==> src/source/core_pkg.sv <==
// shared widths, instruction views and pipeline bundles of the four-stage core
// the data path is fixed at 64 bits; only the RV64I subset below is decoded
package core_pkg;

    localparam int xlen = 64;

    typedef enum logic [6:0] {
        op_op     = 7'b0110011,
        op_op_imm = 7'b0010011,
        op_lui    = 7'b0110111,
        op_jal    = 7'b1101111,
        op_branch = 7'b1100011
    } op_e;

    typedef enum logic [3:0] {
        alu_add, alu_sub, alu_and, alu_or, alu_xor, alu_slt, alu_sll, alu_srl,
        alu_pass_b, alu_link, alu_beq, alu_bne
    } alu_e;

    typedef union packed {
        struct packed {
            logic [6:0] funct7;
            logic [4:0] rs2;
            logic [4:0] rs1;
            logic [2:0] funct3;
            logic [4:0] rd;
            logic [6:0] opcode;
        } r_view;
        struct packed {
            logic [11:0] imm;
            logic [4:0]  rs1;
            logic [2:0]  funct3;
            logic [4:0]  rd;
            logic [6:0]  opcode;
        } i_view;
        struct packed {
            logic       imm12;
            logic [5:0] imm10_5;
            logic [4:0] rs2;
            logic [4:0] rs1;
            logic [2:0] funct3;
            logic [3:0] imm4_1;
            logic       imm11;
            logic [6:0] opcode;
        } b_view;
    } inst_u;

    typedef struct packed {
        logic            valid;
        logic [xlen-1:0] pc;
        inst_u           inst;
    } fet_bundle_t;

    typedef struct packed {
        logic            valid;
        logic [xlen-1:0] pc;
        logic [4:0]      rd;
        alu_e            alu;
        logic [xlen-1:0] a;
        logic [xlen-1:0] b;
        logic [xlen-1:0] off;   // branch / jump offset
    } dec_bundle_t;

    typedef struct packed {
        logic            valid;
        logic [xlen-1:0] pc;
        logic [4:0]      rd;
        logic [xlen-1:0] data;
    } exe_bundle_t;

    typedef struct packed {
        logic            valid;
        logic [xlen-1:0] target;
    } red_bundle_t;

    typedef struct packed {
        logic            valid;
        logic [xlen-1:0] pc;
        logic [4:0]      rd;
        logic [xlen-1:0] data;
    } com_bundle_t;

endpackage

==> src/source/decode.sv <==
// decodes add/sub/logic/slt/shift, their immediate forms, lui, jal, beq and bne
// anything else becomes a pass of zero to x0; operands are forwarded so nothing stalls
`timescale 1ns/1ns

module decode (
    input  logic                      clk,
    input  logic                      rst,
    input  core_pkg::fet_bundle_t     fet,
    input  core_pkg::red_bundle_t     red,
    output logic [4:0]                rd_addr_a,
    output logic [4:0]                rd_addr_b,
    input  logic [core_pkg::xlen-1:0] rd_data_a,
    input  logic [core_pkg::xlen-1:0] rd_data_b,
    input  logic [core_pkg::xlen-1:0] exe_fwd_data,
    input  core_pkg::exe_bundle_t     exe,
    output core_pkg::dec_bundle_t     dec
);
    import core_pkg::*;

    logic [xlen-1:0] src_a, src_b;
    logic [xlen-1:0] i_imm, u_imm, j_imm, b_imm;
    logic            known;
    dec_bundle_t     nxt;

    // execute first, then the bundle being committed, then the register file
    function automatic logic [xlen-1:0] pick(input logic [4:0] src, input logic [xlen-1:0] rf,
                                             input dec_bundle_t d, input logic [xlen-1:0] fwd,
                                             input exe_bundle_t e);
        if (d.valid && d.rd != 5'd0 && d.rd == src) return fwd;
        if (e.valid && e.rd != 5'd0 && e.rd == src) return e.data;
        return rf;
    endfunction

    assign rd_addr_a = fet.inst.r_view.rs1;
    assign rd_addr_b = fet.inst.r_view.rs2;
    assign src_a = pick(rd_addr_a, rd_data_a, dec, exe_fwd_data, exe);
    assign src_b = pick(rd_addr_b, rd_data_b, dec, exe_fwd_data, exe);

    assign i_imm = {{52{fet.inst.i_view.imm[11]}}, fet.inst.i_view.imm};
    assign u_imm = {{32{fet.inst.r_view.funct7[6]}}, fet.inst.r_view.funct7,
                    fet.inst.r_view.rs2, fet.inst.r_view.rs1, fet.inst.r_view.funct3, 12'd0};
    assign j_imm = {{43{fet.inst.r_view.funct7[6]}}, fet.inst.r_view.funct7[6],
                    fet.inst.r_view.rs1, fet.inst.r_view.funct3, fet.inst.r_view.rs2[0],
                    fet.inst.r_view.funct7[5:0], fet.inst.r_view.rs2[4:1], 1'b0};
    assign b_imm = {{51{fet.inst.b_view.imm12}}, fet.inst.b_view.imm12, fet.inst.b_view.imm11,
                    fet.inst.b_view.imm10_5, fet.inst.b_view.imm4_1, 1'b0};

    always_comb begin
        nxt.valid = fet.valid && !red.valid;
        nxt.pc    = fet.pc;
        nxt.rd    = fet.inst.r_view.rd;
        nxt.alu   = alu_pass_b;
        nxt.a     = src_a;
        nxt.b     = src_b;
        nxt.off   = '0;
        known     = 1'b1;
        case (fet.inst.r_view.opcode)
            op_op: begin
                known = fet.inst.r_view.funct7 == 7'h00 ||
                        (fet.inst.r_view.funct7 == 7'h20 && fet.inst.r_view.funct3 == 3'b000);
                case (fet.inst.r_view.funct3)
                    3'b000:  nxt.alu = fet.inst.r_view.funct7[5] ? alu_sub : alu_add;
                    3'b001:  nxt.alu = alu_sll;
                    3'b010:  nxt.alu = alu_slt;
                    3'b100:  nxt.alu = alu_xor;
                    3'b101:  nxt.alu = alu_srl;
                    3'b110:  nxt.alu = alu_or;
                    3'b111:  nxt.alu = alu_and;
                    default: known = 1'b0;   // sltu
                endcase
            end
            op_op_imm: begin
                nxt.b = i_imm;
                case (fet.inst.i_view.funct3)
                    3'b000:  nxt.alu = alu_add;
                    3'b010:  nxt.alu = alu_slt;
                    3'b100:  nxt.alu = alu_xor;
                    3'b110:  nxt.alu = alu_or;
                    3'b111:  nxt.alu = alu_and;
                    default: known = 1'b0;   // shifts by immediate, sltiu
                endcase
            end
            op_lui: begin
                nxt.b = u_imm;
            end
            op_jal: begin
                nxt.alu = alu_link;
                nxt.off = j_imm;
            end
            op_branch: begin
                nxt.rd  = 5'd0;
                nxt.off = b_imm;
                case (fet.inst.b_view.funct3)
                    3'b000:  nxt.alu = alu_beq;
                    3'b001:  nxt.alu = alu_bne;
                    default: known = 1'b0;
                endcase
            end
            default: known = 1'b0;
        endcase
        if (!known) begin
            nxt.alu = alu_pass_b;
            nxt.rd  = 5'd0;
            nxt.b   = '0;
        end
    end

    always_ff @(posedge clk) begin
        dec <= nxt;
        if (rst) dec.valid <= 1'b0;
    end

endmodule

==> config.mk <==
export PLATFORM = sky130hd
export DESIGN_NAME = decode
export DESIGN_NICKNAME = d
export VERILOG_FILES = /design/src/source/core_pkg.sv /design/src/source/decode.sv
export SDC_FILE = /design/constraint.sdc
export NUM_CORES = 1
export LEC_CHECK = 0
export ABC_AREA = 1
export BUFFER_PORTS_ARGS = -buffer_cell sky130_fd_sc_hd__buf_2
export CORE_AREA = 2 2 297 299
export DETAILED_ROUTE_END_ITERATION = 10
export DIE_AREA = 0 0 299 301
export REMOVE_ABC_BUFFERS = 1
export SYNTH_ARGS = -nofsm -noshare
export SYNTH_HDL_FRONTEND = slang
export SYNTH_SLANG_ARGS = --single-unit
==> constraint.sdc <==
create_clock -name clk -period 3.2 [get_ports clk]
set_input_delay 0.32 -clock clk [delete_from_list [all_inputs] [get_ports clk]]
set_output_delay 0.32 -clock clk [all_outputs]
set_load 0.01 [all_outputs]
======== Yosys cells after proc, flatten, opt, wreduce, memory -nomap -nowiden ========
Cells that the tools add are included.
storage, ports and cells
  flip-flop bits (word level) ............. 266
  word-level logic and storage cells ...... 68
cells by class
  equal/unequal tests ..................... 16
  muxes and demuxes ....................... 25
  bitwise gates (word level) .............. 1
  reduce and logical (&&, ||, !) cells .... 19
operators by type and width
  kind                                           number
  2-to-1 mux 64 bit                              8
  one-hot mux 64 bit (2 select lines)            2
  one-hot mux 4 bit (7 select lines)             1
  == test 7 x 6 -> 1 bit, second input constant  3
  == test 5 bit                                  4
  one-hot mux 4 bit (5 select lines)             1
  one-hot mux 4 bit (4 select lines)             1
  == test 7 bit, second input constant           2
  == test 3 bit, second input constant           4
  2-to-1 mux 1 bit                               10
  nonzero test 5 bit                             2
  logical AND 1 bit                              8
  == test 7 x 5 -> 1 bit, second input constant  1
  zero test 7 bit                                1
  OR reduction 7 bit                             1
  OR reduction 2 bit                             3
  OR reduction 5 bit                             1
  one-hot mux 1 bit (4 select lines)             1
  one-hot mux 2 bit (2 select lines)             1
  == test 3 x 1 -> 1 bit, second input constant  1
  == test 3 x 2 -> 1 bit, second input constant  1
  zero test 3 bit                                1
  zero test 1 bit                                1
  logical OR 1 bit                               1
  NOT 1 bit                                      1

======== Logic depth before layout (Yosys ltp) ========
  word-level depth ........................ 8
  mapped depth ............................ 12

======== Least setup slack after synthesis ========
No wires, ideal clock.
  path type ............................... register to output
  start ................................... reg dec[62] (netlist name)
  end ..................................... out dec[21] in the netlist's numbering
  data arrival time ....................... 1.289 ns
  path slack .............................. 1.591 ns
  cell stages (with the launch flop) ...... 2
  path buffers ............................ 1
  path through ............................ dfxtp_1 > buf_4
RTL lines
  element    line          source
  to (decl)  decode.sv:16  output core_pkg::dec_bundle_t dec

==> reports/qor.txt <==
Worst Max-Slew Pin Slew = 1178 ps
Max_slew headroom = 21.38%
DRT iter0 DRCs = 700
First-pass GRT wire length = 90.89 mm
Static Leak = 8.760 nW
Setup TNS = 0 ps
Final hold slack = 51.18 ps
Most Crowded Layer GR = met2
Site row count = 108
DRT Wirelength = 67.30 mm
Cells along the critical path = inv_1 -> nand3_1 -> nand2_1 -> nor3_1 -> nand2_4 -> buf_4 -> nor2_1 -> a31oi_1 -> dlygate4sd3_1
Max FFs per register = 222
Peak Freq = 0.3400 GHz
Via count = 13,080
Core ar. = 0.08648 mm^2
Final nets = 2,648
Placed inst area = 0.01452 mm^2
Biggest regs = dec (222)
Dominant cells by area after synthesis = dfxtp_1 43%, nand2_1 11%, nand4_1 7.9%
Power per cell area = 424.9 mW/mm^2
Die area = 0.09000 mm^2
Clock sink total = 222
Gate Count Post-Synth = 1,432
Final setup violating endpoints = 0
I/O pin count = 766
Remaining DRCs = 0
Input/output buffers = 636
H-tree depth = 1
Area Overhead vs Synth = 68.62%
Met1 usage = 16.73%
Psw = 2.136 mW
Most frequent cells in the layout = 636 x buf_2, 299 x nand2_1, 222 x dfxtp_1
Register area = 0.004444 mm^2
Die span in x = 299 um
CTS clk-pin slew, worst paths = 70 ps
CTS tree = yes
Multi-input logic area = 0.004392 mm^2
Reg with most FFs = dec
Routed wire per std cell = 20.13 um
Count of cell types in the netlist = 29
Fin crit share = 91.92%
Initial Utilization = 11.94%
Sequential share of power = 39.3%
ANT nets after route = 0
VDD IR max = 405.4 uV
Comb pwr share = 16.4%
RSZ-0062 raised after global routing = no
Sw Share = 28.88%
Register area share after synthesis = 43.05%
Ys Warns = 0
Total internal power = 5.261 mW
CTS root buf = clkbuf_16
Detailed placement HPWL = 49.03 mm
Largest net degree at the start of global routing = 80
Status = finished clean
Cts bufs inserted = 29
Netlist Area Pre-Place = 0.01032 mm^2
Clock latency on the worst-skew pair = 600 ps
Maximum root-to-sink buffer count = 3
Startpoint types = flop
CP Max Fanout = 44
MaxCap Viol Count = 0
Layout cells sized above 1 = 35.17%
#FFs+latches synth = 222
WP data arrival = 3420 ps
Resize count post-CTS = 0
Clock period minus worst slack = 2942 ps
WS Path Type = reg -> reg
Slew Viols, Final = 0
Vias per cell = 3.912
Share of total power in the clock network = 44.3%
Worst setup EP type = flop
Post-synth top area share = 43.05%
Hold Vio Cnt, Final = 0
Overflow after GRT = 0
Worst stage delay on the critical path = 600 ps
CP required = 3680 ps
Design area = 0.01741 mm^2
Commonest non-fill, non-tap cell in the layout = buf_2
Number of global-route vias before repair = 12,870
Die Y = 301 um
M3 GR Usage = 4.473%
Slowest stage cell, crit path = dlygate4sd3_1
Initial antenna violation count = 29
Placer Congestion = 0.8585
DR pass1 iterations = 6
Area leader, netlist = dfxtp_1
Filler cells = 9,701
Worst Skew = 21.91 ps
Global-route usage over all layers = 14.09%
HP Class = in -> reg
GR Util met2 = 23.57%
Synthesized area per cell = 7.209 um^2
[per-layer routing]
layer	wire (um)	vias up
li1	-	6112
met1	27580	6067
met2	31070	741
met3	5993	131
met4	2492	26
met5	162	-
[worst max-delay path, delay by kind of cell (launching register included)]
family	cells	cell delay, ps
flops	1	440
buf+inv	3	1120
simple gates	5	1110
compound gates	1	70
[through the flow]
stage / util (%) / std cells / power [mW] / worst slack (ps)
floorplan: - / 1266 / 3.307 / -2014
global placement: 16.79 / 3088 / 3.966 / 408.3
detailed placement: 16.79 / 3088 / 3.972 / 376.1
CTS: 20.10 / 3333 / 7.503 / 317.9
global route: 20.12 / 3341 / 7.675 / 179.7
finish: 20.13 / 3343 / 7.396 / 258.5
[area by class of cell]
type	instances	share of cell area, %
clock buffer	40	4.693
inverter	178	3.867
sequential	222	25.53
timing repair buffer	861	31.64
tap	1155	8.302
clock inverter	11	0.5966
multi-input combinational	866	25.23
antenna	10	0.1438
[kinds of logic after synthesis]
| logic type | synth area share (%) |
|---|---|
| compound gates | 10.22 |
| flops | 43.05 |
| buf+inv | 15.48 |
| xor+xnor | 1.188 |
| other cells | 0.03632 |
| simple gates | 30.03 |
[worst paths after layout]
check                      to  depth (start not counted)                 from  slack [ps]
max reg2reg  dec[139]$_DFF_P_                          9  dec[200]$_SDFF_PP0_         260
min reg2reg  dec[144]$_DFF_P_                          4  dec[200]$_SDFF_PP0_        1140
min          dec[174]$_DFF_P_                          3        rd_data_a[46]          50
max          dec[139]$_DFF_P_                          9  dec[200]$_SDFF_PP0_         260
[Yosys cell counts]
cell and n:
a21oi_1 39, nand2_1 301, inv_1 171, dfxtp_1 222, o21ai_0 30, nand3_2 1
nor4_1 1, buf_1 12, conb_1 1, xor2_1 9, o21ai_1 3, nor3_1 2
nand4_1 130, a31oi_1 64, o22ai_1 5, inv_2 7, nand2_2 2, nand3b_1 1
buf_2 47, buf_4 56, clkbuf_1 46, or2_1 1, nor3_4 1, xnor2_1 5
nand3_1 138, a21oi_2 30, nor2_1 98, buf_6 5, nor3b_1 4
[what timing repair did]
item,in CTS,in global routing
hold buffers,194,0
buffers inserted,0,0
hold endpoints to repair,143,0
setup endpoints to repair,0,0
[power groups by stage]
stage | combinational [mW] | sequential [mW] | clock [mW]
after floorplan | 0.286 | 3.02 | 0
after global placement | 1.00 | 2.96 | 0
after detailed placement | 1.01 | 2.96 | 0
after CTS | 1.21 | 2.90 | 3.39
after global routing | 1.31 | 2.91 | 3.46
final | 1.22 | 2.90 | 3.28
Power figures use the tool's default switching activity.
