**config.mk**
```make
export PLATFORM = sky130hd
export DESIGN_NAME = commit
export DESIGN_NICKNAME = d
export VERILOG_FILES = /design/src/source/core_pkg.sv /design/src/source/commit.sv
export SDC_FILE = /design/constraint.sdc
export NUM_CORES = 1
export LEC_CHECK = 0
export BUFFER_PORTS_ARGS = -buffer_cell sky130_fd_sc_hd__buf_2
export CAP_MARGIN = 15
export CORE_AREA = 5 5 153 155
export CTS_CLUSTER_DIAMETER = 30
export DETAILED_ROUTE_END_ITERATION = 6
export DIE_AREA = 0 0 158 160
export PLACE_DENSITY = 0.55
export SYNTH_ARGS = -nofsm -noshare
export SYNTH_HDL_FRONTEND = slang
export SYNTH_SLANG_ARGS = --single-unit
```
**constraint.sdc**
```tcl
create_clock -name clk -period 3.96 [get_ports clk]
set_clock_uncertainty 0.1 [all_clocks]
set_input_delay 0.198 -clock clk [delete_from_list [all_inputs] [get_ports clk]]
set_output_delay 0.198 -clock clk [all_outputs]
set_load 0.05 [all_outputs]
```
**src/source/core_pkg.sv**
```systemverilog
// shared widths, instruction views and pipeline bundles of the four-stage core
// the data path is fixed at 64 bits; only the RV64I subset below is decoded
package core_pkg;

    localparam int xlen = 64;

    typedef enum logic [6:0] {
        op_op     = 7'b0110011,
        op_op_imm = 7'b0010011,
        op_lui    = 7'b0110111,
        op_jal    = 7'b1101111,
        op_branch = 7'b1100011
    } op_e;

    typedef enum logic [3:0] {
        alu_add, alu_sub, alu_and, alu_or, alu_xor, alu_slt, alu_sll, alu_srl,
        alu_pass_b, alu_link, alu_beq, alu_bne
    } alu_e;

    typedef union packed {
        struct packed {
            logic [6:0] funct7;
            logic [4:0] rs2;
            logic [4:0] rs1;
            logic [2:0] funct3;
            logic [4:0] rd;
            logic [6:0] opcode;
        } r_view;
        struct packed {
            logic [11:0] imm;
            logic [4:0]  rs1;
            logic [2:0]  funct3;
            logic [4:0]  rd;
            logic [6:0]  opcode;
        } i_view;
        struct packed {
            logic       imm12;
            logic [5:0] imm10_5;
            logic [4:0] rs2;
            logic [4:0] rs1;
            logic [2:0] funct3;
            logic [3:0] imm4_1;
            logic       imm11;
            logic [6:0] opcode;
        } b_view;
    } inst_u;

    typedef struct packed {
        logic            valid;
        logic [xlen-1:0] pc;
        inst_u           inst;
    } fet_bundle_t;

    typedef struct packed {
        logic            valid;
        logic [xlen-1:0] pc;
        logic [4:0]      rd;
        alu_e            alu;
        logic [xlen-1:0] a;
        logic [xlen-1:0] b;
        logic [xlen-1:0] off;   // branch / jump offset
    } dec_bundle_t;

    typedef struct packed {
        logic            valid;
        logic [xlen-1:0] pc;
        logic [4:0]      rd;
        logic [xlen-1:0] data;
    } exe_bundle_t;

    typedef struct packed {
        logic            valid;
        logic [xlen-1:0] target;
    } red_bundle_t;

    typedef struct packed {
        logic            valid;
        logic [xlen-1:0] pc;
        logic [4:0]      rd;
        logic [xlen-1:0] data;
    } com_bundle_t;

endpackage

```
**src/source/commit.sv**
```systemverilog
// register file is written at the same edge that loads the commit port
// retired counts commit-port beats and wraps at 2^64
`timescale 1ns/1ns

module commit (
    input  logic                      clk,
    input  logic                      rst,
    input  core_pkg::exe_bundle_t     exe,
    output logic                      wr_en,
    output logic [4:0]                wr_addr,
    output logic [core_pkg::xlen-1:0] wr_data,
    output core_pkg::com_bundle_t     com,
    output logic [63:0]               retired
);
    import core_pkg::*;

    assign wr_en   = exe.valid && exe.rd != 5'd0;
    assign wr_addr = exe.rd;
    assign wr_data = exe.data;

    always_ff @(posedge clk) begin
        com.pc   <= exe.pc;
        com.rd   <= exe.rd;
        com.data <= exe.data;
        if (rst) begin
            com.valid <= 1'b0;
        end else begin
            com.valid <= exe.valid;
        end
    end

    always_ff @(posedge clk) begin
        if (rst) begin
            retired <= '0;
        end else if (com.valid) begin
            retired <= retired + 64'd1;   // one per beat seen
        end
    end

endmodule

```
; ---- Word level (Yosys, flattened, before mapping)
; Cells that the tools add are included.
[classes]
n_addsub = 1
n_reduce_logical = 2
[op_table]
columns = op, n
row1 = 64-bit by 1-bit adder with 64-bit output (second input constant), 1
row2 = 5-bit nonzero test, 1
row3 = 1-bit logical AND, 1
[word_totals]
ff_bits = 198
in_bits = 136
output_inout_bits = 268

; ---- Logic depth before layout (Yosys ltp)
; Gate-level depths: netlist of run 1.
[logic_depth]
ltp_word = 2
ltp_mapped = 7
mapped_depth_nobuf = 6

; ---- Least setup slack after synthesis of run 1
; No wires, ideal clock.
[synth_path]
path_kind = register to register
start = register retired[20]
end = register retired[36]
t_arrival_ns = 2.495
slack_ns = 1.294
path_stages_with_launch = 7
path_buffers = 1
path_cell_list = dfxtp_1 -> nand4_4 -> or4_4 -> buf_6 -> or3_4 -> or3_1 -> a21oi_1
[synth_between]
elab_chain_len = 1
[synth_lines]
columns = item, line_no
row1 = from (decl), commit.sv:13  ; output logic [63:0] retired
row2 = from (signal assigned), commit.sv:36  ; retired <= retired + 64'd1;
row3 = 64-bit by 1-bit adder with 64-bit output, commit.sv:36
; Every way passes these cells.
; A chain may end at the register's enable or synchronous reset.

==> run summary, run 1 <==
Outcome -> complete, no violations
TritonCTS Sinks -> 198
Routed vias/inst -> 4.46
Period utilization -> 69.7%
Critical Path RT -> 4.21 ns
Final Wtd Congestion -> 0.827
Post-Syn Area -> 6360 um^2
F_max -> 362 MHz
Headroom to the max-slew limit -> 46.1%
Top-area cell type share of the netlist area -> 62.3%
Unrepaired setup endpoints after global routing -> no
Setup violators final -> 0
Total GRT Usage -> 19.7%
Resized Gates After CTS -> 0
Mapped Avg Cell Area -> 10.9 um^2
Worst-Margin Slew -> 0.802 ns
Post-route DRC -> 0
Final TNS setup -> 0 ns
CP max-delay cell -> nor4_1
Netlist cell types -> 41
Seq/Total Area, Yosys -> 62.3%
Clock Tree Buf Depth -> 2
Worst-Skew Late Latency -> 0.42 ns
H-tree depth -> 4
Sequential power share -> 45.4%
Async S/R FF share, synth -> 0%
Final WL -> 25.7 mm
Simple-Gate Fraction of Synth Area -> 18.2%
Critical Path, Cell by Cell -> buf_4 -> nand4_1 -> nor4_1 -> nand4bb_1 -> or4_1 -> a21oi_1
Crit path setup slack, layout -> 1.20 ns
Nets -> 1201
Row count -> 54
Gate power share -> 16.2%
Post-place setup slack -> 1.26 ns
GRT overflow -> 0
Largest family of logic cells by synthesized area -> simple AND/OR/NAND/NOR gates
PwrDens -> 454 nW/um^2
Slowest stage delay, CP -> 0.68 ns
Switching Share -> 29.7%
DIE HEIGHT -> 160 um
Die Width -> 158 um
Crit path launch type -> flop
Layout cells sized above 1 -> 42.1%
First-pass GRT wire length -> 38.0 mm
Setup crit end kind -> flop
Worst hold path type -> in -> reg
Net load switching power -> 0.00137 W
Routed Antenna Nets -> 0
Post-Synth Adder-Cell Area -> 0.197%
PortBufs -> 403
Clk slew on worst S/H paths -> 0.07 ns
Initial antenna violation count -> 3
Mux contribution to synthesized area -> 0.334%
Synth Flop Type -> dfxtp_1
Largest net degree at the start of global routing -> 38
Root buffer cell -> clkbuf_16
Final min period -> 2.76 ns
Vias in the first global route -> 6291
Initial Util -> 29.3%
Syn Nets -> 722
Full die area -> 25300 um^2
Core area -> 21700 um^2
Cell Count Post-Placement -> 1191
IO Count -> 404
Final core utilization -> 46.6%
CTS Buf Count -> 17
Clock share of power -> 38.4%
Hold buffer count at CTS -> 134
Max VDD drop -> 260 uV
Number of flops mapped to enable cells by yosys -> 0
Largest cells by area after synthesis -> dfxtp_1 (62%), buf_4 (8.1%), nand4_1 (2.9%), xnor2_1 (2.8%), nor2_1 (2.7%)
Arr. time, crit path -> 3.01 ns
Max-cap violations -> 0
CP Class -> reg -> reg
Yosys warns -> 0
WP buf/inv -> 1
Final HPWL DP -> 19.1 mm
Max Transition Viols Final -> 0
Delay-heaviest family, CP -> simple AND/OR/NAND/NOR gates
Final Hold Vio Count -> 0
CP Max Fanout -> 14
Layout area overhead -> 58.9%
Pint -> 0.00323 W
Synth Area in Compound Gates -> 4.66%
DRT Pass-1 Iters -> 4
Yosys reg bits -> 198
Post-Layout Cell Count -> 1360
Drt wl/cell -> 18.9 um
Initial drt markers -> 318
Synth Instances -> 585
Setup bufs post-CTS -> 0
CTS tree -> yes
Filler Cell Count -> 2060
P_leak -> 4.57 nW
Leading area contributor after synthesis -> dfxtp_1
Post-Synth XOR/XNOR Area -> 4.68%
Vias -> 6061
logic make-up (layout without fill, tap and decap cells):
family	after synthesis	in the layout
buffers and inverters	88	580
other	0	3
AOI/OAI and AO/OA	57	57
adders and majority gates	1	1
xor gates and xnor gates	34	34
and+or+nand+nor	205	205
DFF	198	198
muxes	2	2
per-layer routing:
metal	GRT usage [%]	vias up	share of wire [%]
met4	3.99	0	0.89
met5	0	-	0
met1	22.4	2908	38
met2	32.9	223	50
li1	-	2914	-
met3	10.5	16	11
power by group through the flow:
stage	logic, W	clock network (W)	registers [W]
finish	0.000745	0.00177	0.00208
floorplan	0.000206	0	0.00239
detailed placement	0.000635	0	0.00213
global placement	0.000638	0	0.00213
global route	0.000773	0.00190	0.00209
CTS	0.000745	0.00182	0.00208
registers in the layout, indices dropped and copies added (netlist names):
signal / cells
retired: 64
com: 134
through the flow:
stage | hold slack [ns] | instance area [um^2] | total power (W)
6_report | 0.250 | 10100 | 0.00459
5_1_grt | 0.251 | 10100 | 0.00477
4_1_cts | 0.222 | 10100 | 0.00464
3_5_place_dp | 0.202 | 8170 | 0.00276
3_3_place_gp | 0.201 | 8170 | 0.00276
2_1_floorplan | 0.126 | 6360 | 0.00260
worst reg2reg max path, cell delays in order (launching register included):
cell and delay (ns):
dfxtp_1 0.31, buf_4 0.20, nand4_1 0.29, nor4_1 0.68, nand4bb_1 0.45, or4_1 0.52
a21oi_1 0.14
path summary, 6_finish.rpt:
check / startpoint / endpoint / slack [ns] / depth (start not counted)
max: com[133] / retired[58] / 1.20 / 6
min: rst / retired[11] / 0.25 / 2
max reg2reg: com[133] / retired[58] / 1.20 / 6
min reg2reg: retired[23] / retired[23] / 0.41 / 2
synthesized netlist by cell type (2+ instances only):
library cell,n
xor2_1,14
clkbuf_1,6
o21ai_0,25
dfxtp_1,198
and4bb_2,2
nand3_1,20
and4_2,2
nor2_1,46
inv_1,9
o31ai_1,2
and3_1,4
and4_1,2
and2_1,2
or2_2,2
xnor2_1,20
nor4_1,19
nand4_1,29
or4_1,3
nor2b_1,2
or3_1,26
nand2_1,27
a21oi_1,28
and3_2,2
nor4_4,2
buf_4,69
nor3_1,9
cell usage in the layout, fill, tap and decap left out, drive strengths merged:
| cell type | synthesis | final |
|---|---|---|
| buf | 71 | 405 |
| dfxtp | 198 | 198 |
| dlygate4sd3 | 0 | 134 |
| nor2 | 46 | 46 |
| nand4 | 30 | 30 |
| a21oi | 28 | 28 |
| or3 | 28 | 28 |
| nand2 | 27 | 27 |
| o21ai | 25 | 25 |
| nor4 | 21 | 21 |
| nand3 | 20 | 20 |
| xnor2 | 20 | 20 |
| clkbuf | 7 | 18 |
| inv | 9 | 15 |
| xor2 | 14 | 14 |
| nor3 | 9 | 9 |
| and3 | 6 | 6 |
| or4 | 4 | 4 |
| clkinv | 0 | 4 |
| and4 | 4 | 4 |
| diode | 0 | 3 |
| and2 | 3 | 3 |
| nor2b | 2 | 2 |
| and4bb | 2 | 2 |
| or2 | 2 | 2 |
| o31ai | 2 | 2 |
| bufinv | 0 | 2 |
| clkinvlp | 0 | 2 |
| o21a | 1 | 1 |
| mux2 | 1 | 1 |
| nand4bb | 1 | 1 |
| a31o | 1 | 1 |
| mux2i | 1 | 1 |
| ha | 1 | 1 |
layout make-up:
type	instances	area [um^2]	share of cell area, %
Clock buffer	18	429	4.25
Multi-Input combinational cell	299	1790	17.7
Timing Repair Buffer	539	3370	33.4
Antenna cell	3	7.51	0.0743
Clock inverter	14	166	1.65
Inverter	9	33.8	0.334
Sequential cell	198	3960	39.2
Tap cell	280	350	3.47
Note: power is estimated with default switching activity, not from simulation.
==> inputs of run 2 (changes only) <==
CORE_AREA = 5 5 152 154   (was 5 5 153 155)
DIE_AREA = 0 0 157 159   (was 0 0 158 160)
PLACE_DENSITY = 0.58   (was 0.55)
clock period = 2.4 ns   (was 3.96 ns; I/O delays follow)
==> run 2 against run 1 <==
Against the previous run:
- fmax is 21% higher
- power is 62% higher
- largest cell class unchanged
- routed wire length is 3.0% higher
- setup slack worse by 1.1 ns
- hold slack worse by 0.019 ns
- clock power is 55% higher
- global-route usage is 0.97 points higher
==> run summary, run 2 (synthesized netlist as in run 1, its figures left out) <==
Cell Count Post-Placement -> 1210 (+1.6%)
Die Width -> 157 um (-0.63%)
Vias -> 6137 (+1.3%)
Post-place setup slack -> 0.147 ns (-1.11 ns)
Clock share of power -> 37.0% (-1.4 points)
Pint -> 0.00513 W (+59%)
Clk slew on worst S/H paths -> 0.08 ns (about the same)
P_leak -> 4.68 nW (+2.3%)
Critical Path RT -> 2.65 ns (-1.56 ns)
CP Max Fanout -> 12 (-2)
DIE HEIGHT -> 159 um (-0.63%)
Crit path setup slack, layout -> 0.121 ns (-1.08 ns)
Sequential power share -> 46.3% (+0.9 points)
R2R cell count -> 6 (unchanged)
Max VDD drop -> 396 uV (+52%)
DRT Pass-1 Iters -> 5 (+1)
Commonest non-fill, non-tap cell in the layout -> buf_2
Initial Util -> 29.5% (+0.18 points)
Layout cells sized above 1 -> 45.2% (+3.2 points)
Final Wtd Congestion -> 0.839 (+1.4%)
Max Transition Viols Final -> 0 (unchanged)
Final Hold Vio Count -> 0 (unchanged)
Total power -> 0.00743 W (+62%)
Setup crit end kind -> flop
GRT overflow -> 0 (unchanged)
Vias in the first global route -> 6423 (+2.1%)
CTS Buf Count -> 17 (unchanged)
Max-cap violations -> 0 (unchanged)
WHS Path Cells -> 2 (unchanged)
Routed vias/inst -> 4.44 (-0.29%)
Root buffer cell -> clkbuf_16
Most flops, register -> com
Gate power share -> 16.7% (+0.5 points)
Top flop regs -> com x134, retired x64
Initial drt markers -> 383 (+20%)
Switching Share -> 30.9% (+1.2 points)
Initial antenna violation count -> 3 (unchanged)
Worst-Skew Late Latency -> 0.42 ns (about the same)
Post-route DRC -> 0 (unchanged)
Largest net degree at the start of global routing -> 50 (+32%)
Filler Cell Count -> 1982 (-3.8%)
CP Class -> reg -> reg
Core area -> 21600 um^2 (-0.62%)
Nets -> 1224 (+1.9%)
Arr. time, crit path -> 2.53 ns (-0.48 ns)
CTS tree -> yes
Fin Hold WS -> 0.231 ns (-0.0190 ns)
Routed Antenna Nets -> 0 (unchanged)
Final min period -> 2.28 ns (-0.482 ns)
Final TNS setup -> 0 ns (unchanged)
Outcome -> complete, no violations
Final WL -> 26.5 mm (+3.0%)
H-tree depth -> 4 (unchanged)
Drt wl/cell -> 19.2 um (+1.4%)
Total GRT Usage -> 20.7% (+0.97 points)
F_max -> 439 MHz (+21%)
Full die area -> 25000 um^2 (-1.3%)
Commonest cells after routing, fill and taps aside -> buf_2 (403), dfxtp_1 (177), dlygate4sd3_1 (135)
Headroom to the max-slew limit -> 69.4% (+23 points)
Clock Tree Buf Depth -> 2 (unchanged)
Max reg flops -> 134 (unchanged)
Worst hold path type -> in -> reg
TritonCTS Sinks -> 198 (unchanged)
Row count -> 54 (unchanged)
Unrepaired setup endpoints after global routing -> no
Final HPWL DP -> 19.3 mm (+1.0%)
PwrDens -> 721 nW/um^2 (+59%)
IO Count -> 404 (unchanged)
Worst-Margin Slew -> 0.456 ns (-0.346 ns)
Post-Layout Cell Count -> 1381 (+1.5%)
Layout area overhead -> 61.9%
Setup violators final -> 0 (unchanged)
First-pass GRT wire length -> 39.3 mm (+3.5%)
Crit path launch type -> flop
PortBufs -> 403 (unchanged)
Net load switching power -> 0.00230 W (+68%)
Period utilization -> 95.0% (+25 points)
[run 2: cell count changes in the layout (fill, tap and decap cells not counted), moves of 2 or more]
cell       delta
dfxtp_1      -21
dfxtp_4       +2
dfxtp_2      +19
clkinv_4      +2
inv_8         +2
bufinv_16     -2
clkinv_2      -2
buf_4        +21
[run 2: final timing paths]
kind	from	end	slack, ns
worst min register to register	retired[63]	retired[63]	0.39
worst max-delay path	retired[22]	retired[58]	0.12
worst min-delay path	exe[106]	com[106]	0.23
worst max register to register	retired[22]	retired[58]	0.12
[run 2: power by group through the flow]
stage | Sequential [W] | Clock, W | Combinational, W
global route | 0.00345 | 0.00297 | 0.00129
detailed placement | 0.00351 | 0 | 0.00106
global placement | 0.00351 | 0 | 0.00106
CTS | 0.00344 | 0.00282 | 0.00124
finish | 0.00344 | 0.00275 | 0.00124
floorplan | 0.00395 | 0 | 0.000340
[run 2: area by class of cell]
cell class / count / area [um^2] / share of cell area (%)
clock inverters: 14 / 135 / 1.31
inverters: 9 / 33.8 / 0.328
diodes: 2 / 5.00 / 0.0486
clock buffers: 17 / 425 / 4.13
multi-input cells: 299 / 1790 / 17.4
well taps: 280 / 350 / 3.40
flip-flops and latches: 198 / 4000 / 38.8
repair buffers: 562 / 3560 / 34.6
[run 2: per-stage QoR]
stage               util (%)  instance area [um^2]
global placement        38.7                  8350
CTS                     47.6                 10300
floorplan                  -                  6390
global route            47.8                 10300
detailed placement      38.7                  8350
finish                  47.8                 10300
[run 2: layer usage]
metal,GRT usage (%),routed length (um)
met1,22.8,9700
met4,5.52,546
met5,0,13
met3,11.7,3360
met2,34.1,12800
[run 2: worst max-delay path, cell delays in order (launching register included)]
cell	delay, ns
dfxtp_2	0.38
nand4_4	0.16
or4_4	0.63
nand4bb_1	0.22
buf_4	0.19
or4_1	0.40
a21oi_1	0.14
[run 2: repair_timing]
item | CTS | global route
hold buffers | 135 | 0
endpoints found under the hold margin | 145 | 0
setup buffers | 0 | 3
setup endpoints to repair | 0 | 7
gates resized for setup | 0 | 1
==> inputs of run 3 (changes only) <==
HOLD_SLACK_MARGIN = 0.05   (was not set)
MAX_ROUTING_LAYER = met4   (was not set)
==> run 3 against run 2 <==
Against the previous run:
- setup slack improved by 0.0038 ns
- fmax is 0.17% higher
- register-to-register slack about the same
- hold slack gained 0.00079 ns
- via count decreased by 0.13%
- first-iteration DRC count increased by 19%
- sequential power hardly changed
- utilization about the same
- critical path type unchanged
==> run summary, run 3 (synthesized netlist as in run 1, its figures left out) <==
Outcome -> complete, no violations
P_leak -> 4.67 nW (about the same)
DRT Pass-1 Iters -> 5 (unchanged)
First-pass GRT wire length -> 39.2 mm (-0.21%)
Post-route DRC -> 0 (unchanged)
CTS tree -> yes
Layout area overhead -> 61.8% (about the same)
Crit path launch type -> flop
IO Count -> 404 (unchanged)
Cell Count Post-Placement -> 1210 (unchanged)
Final WL -> 26.5 mm (about the same)
Total GRT Usage -> 21.3% (+0.62 points)
Clk slew on worst S/H paths -> 0.08 ns (about the same)
Vias in the first global route -> 6432 (+0.14%)
Largest net degree at the start of global routing -> 50 (unchanged)
Final min period -> 2.28 ns (-0.00377 ns)
TritonCTS Sinks -> 198 (unchanged)
PortBufs -> 403 (unchanged)
R2R setup slack -> 0.12 ns (about the same)
Worst-Margin Slew -> 0.448 ns (-0.00742 ns)
Most flops, register -> com
Full die area -> 25000 um^2 (unchanged)
Clock share of power -> 37.0% (about the same)
Max Transition Viols Final -> 0 (unchanged)
Layout cells sized above 1 -> 45.2% (-0.050 points)
Pint -> 0.00513 W (about the same)
Commonest non-fill, non-tap cell in the layout -> buf_2
Top flop regs -> com x134, retired x64
Worst hold path type -> in -> reg
Nets -> 1223 (-0.082%)
Setup violators final -> 0 (unchanged)
Setup crit end kind -> flop
Root buffer cell -> clkbuf_16
Final Wtd Congestion -> 0.852 (+1.6%)
Routed Antenna Nets -> 0 (unchanged)
H-tree depth -> 4 (unchanged)
Initial Util -> 29.5% (unchanged)
Arr. time, crit path -> 2.53 ns (about the same)
Critical Path RT -> 2.65 ns (about the same)
Max reg flops -> 134 (unchanged)
Core area -> 21600 um^2 (unchanged)
Max-cap violations -> 0 (unchanged)
Final HPWL DP -> 19.3 mm (unchanged)
Crit path setup slack, layout -> 0.125 ns (+0.00377 ns)
Post-Layout Cell Count -> 1381 (unchanged)
CTS Buf Count -> 17 (unchanged)
Sequential power share -> 46.3% (about the same)
Vias -> 6129 (-0.13%)
Final Hold Vio Count -> 0 (unchanged)
Initial drt markers -> 454 (+19%)
Total power -> 0.00743 W (about the same)
CP Class -> reg -> reg
Die Width -> 157 um (unchanged)
Gate power share -> 16.8% (about the same)
Net load switching power -> 0.00230 W (about the same)
Commonest cells after routing, fill and taps aside -> buf_2 (403), dfxtp_1 (177), dlygate4sd3_1 (135)
Final core utilization -> 47.8% (about the same)
Headroom to the max-slew limit -> 69.8% (+0.45 points)
GRT overflow -> 0 (unchanged)
Switching Share -> 30.9% (about the same)
Post-place setup slack -> 0.147 ns (unchanged)
Row count -> 54 (unchanged)
Drt wl/cell -> 19.2 um (about the same)
DIE HEIGHT -> 159 um (unchanged)
Max VDD drop -> 395 uV (about the same)
F_max -> 439 MHz (+0.17%)
Worst-Skew Late Latency -> 0.42 ns (about the same)
Unrepaired setup endpoints after global routing -> yes
Initial antenna violation count -> 3 (unchanged)
PwrDens -> 722 nW/um^2 (about the same)
Routed vias/inst -> 4.44 (-0.13%)
CP Max Fanout -> 12 (unchanged)
Period utilization -> 94.8% (-0.16 points)
Clock Tree Buf Depth -> 2 (unchanged)
## run 3: power by group through the flow
stage               sequential [W]  combinational, W  clock, W
floorplan                  0.00395          0.000340         0
global placement           0.00351           0.00106         0
detailed placement         0.00351           0.00106         0
CTS                        0.00344           0.00124   0.00282
global route               0.00345           0.00129   0.00297
finish                     0.00344           0.00124   0.00275
## run 3: path summary, 6_finish.rpt
path                    start           to  depth (start not counted)
hold reg to reg   retired[63]  retired[63]                          2
hold / removal       exe[106]     com[106]                          2
setup / recovery  retired[22]  retired[58]                          6
setup reg to reg  retired[22]  retired[58]                          6
## run 3: repair_timing
| item | 4_1_cts | 5_1_grt |
|---|---|---|
| endpoints found under the setup margin | 0 | 7 |
| gates resized for setup | 0 | 1 |
| hold buffers | 135 | 0 |
| buffers inserted | 0 | 2 |
| endpoints found under the hold margin | 149 | 0 |
## run 3: critical path, stage by stage (launching register included)
cell and delay (ns):
dfxtp_2 0.38, nand4_4 0.16, or4_4 0.63, nand4bb_1 0.21, buf_4 0.19, or4_1 0.39
a21oi_1 0.14
## run 3: metal layers
layer  vias up  track usage [%]  routed length [um]
met2       242             34.1               12800
li1       2959                -                   -
met4         0             5.48                 548
met1      2899             23.5               10100
met5         -                -                   0
met3        29             10.7                2980
## run 3: per-stage QoR
step           hold slack (ns)  instance area [um^2]  setup TNS [ns]
2_1_floorplan           0.0477                  6390               0
3_3_place_gp             0.123                  8350               0
3_5_place_dp             0.124                  8350               0
4_1_cts                  0.206                 10300               0
5_1_grt                  0.213                 10300         -0.0326
6_report                 0.232                 10300               0
## run 3: final cells by class
cell class,instances,area (um^2)
fill,1985,11300
sequential,198,4000
timing repair buffer,561,3550
multi-input combinational,299,1790
clock buffer,17,425
tap,280,350
clock inverter,14,135
inverter,9,33.8
antenna,3,7.51
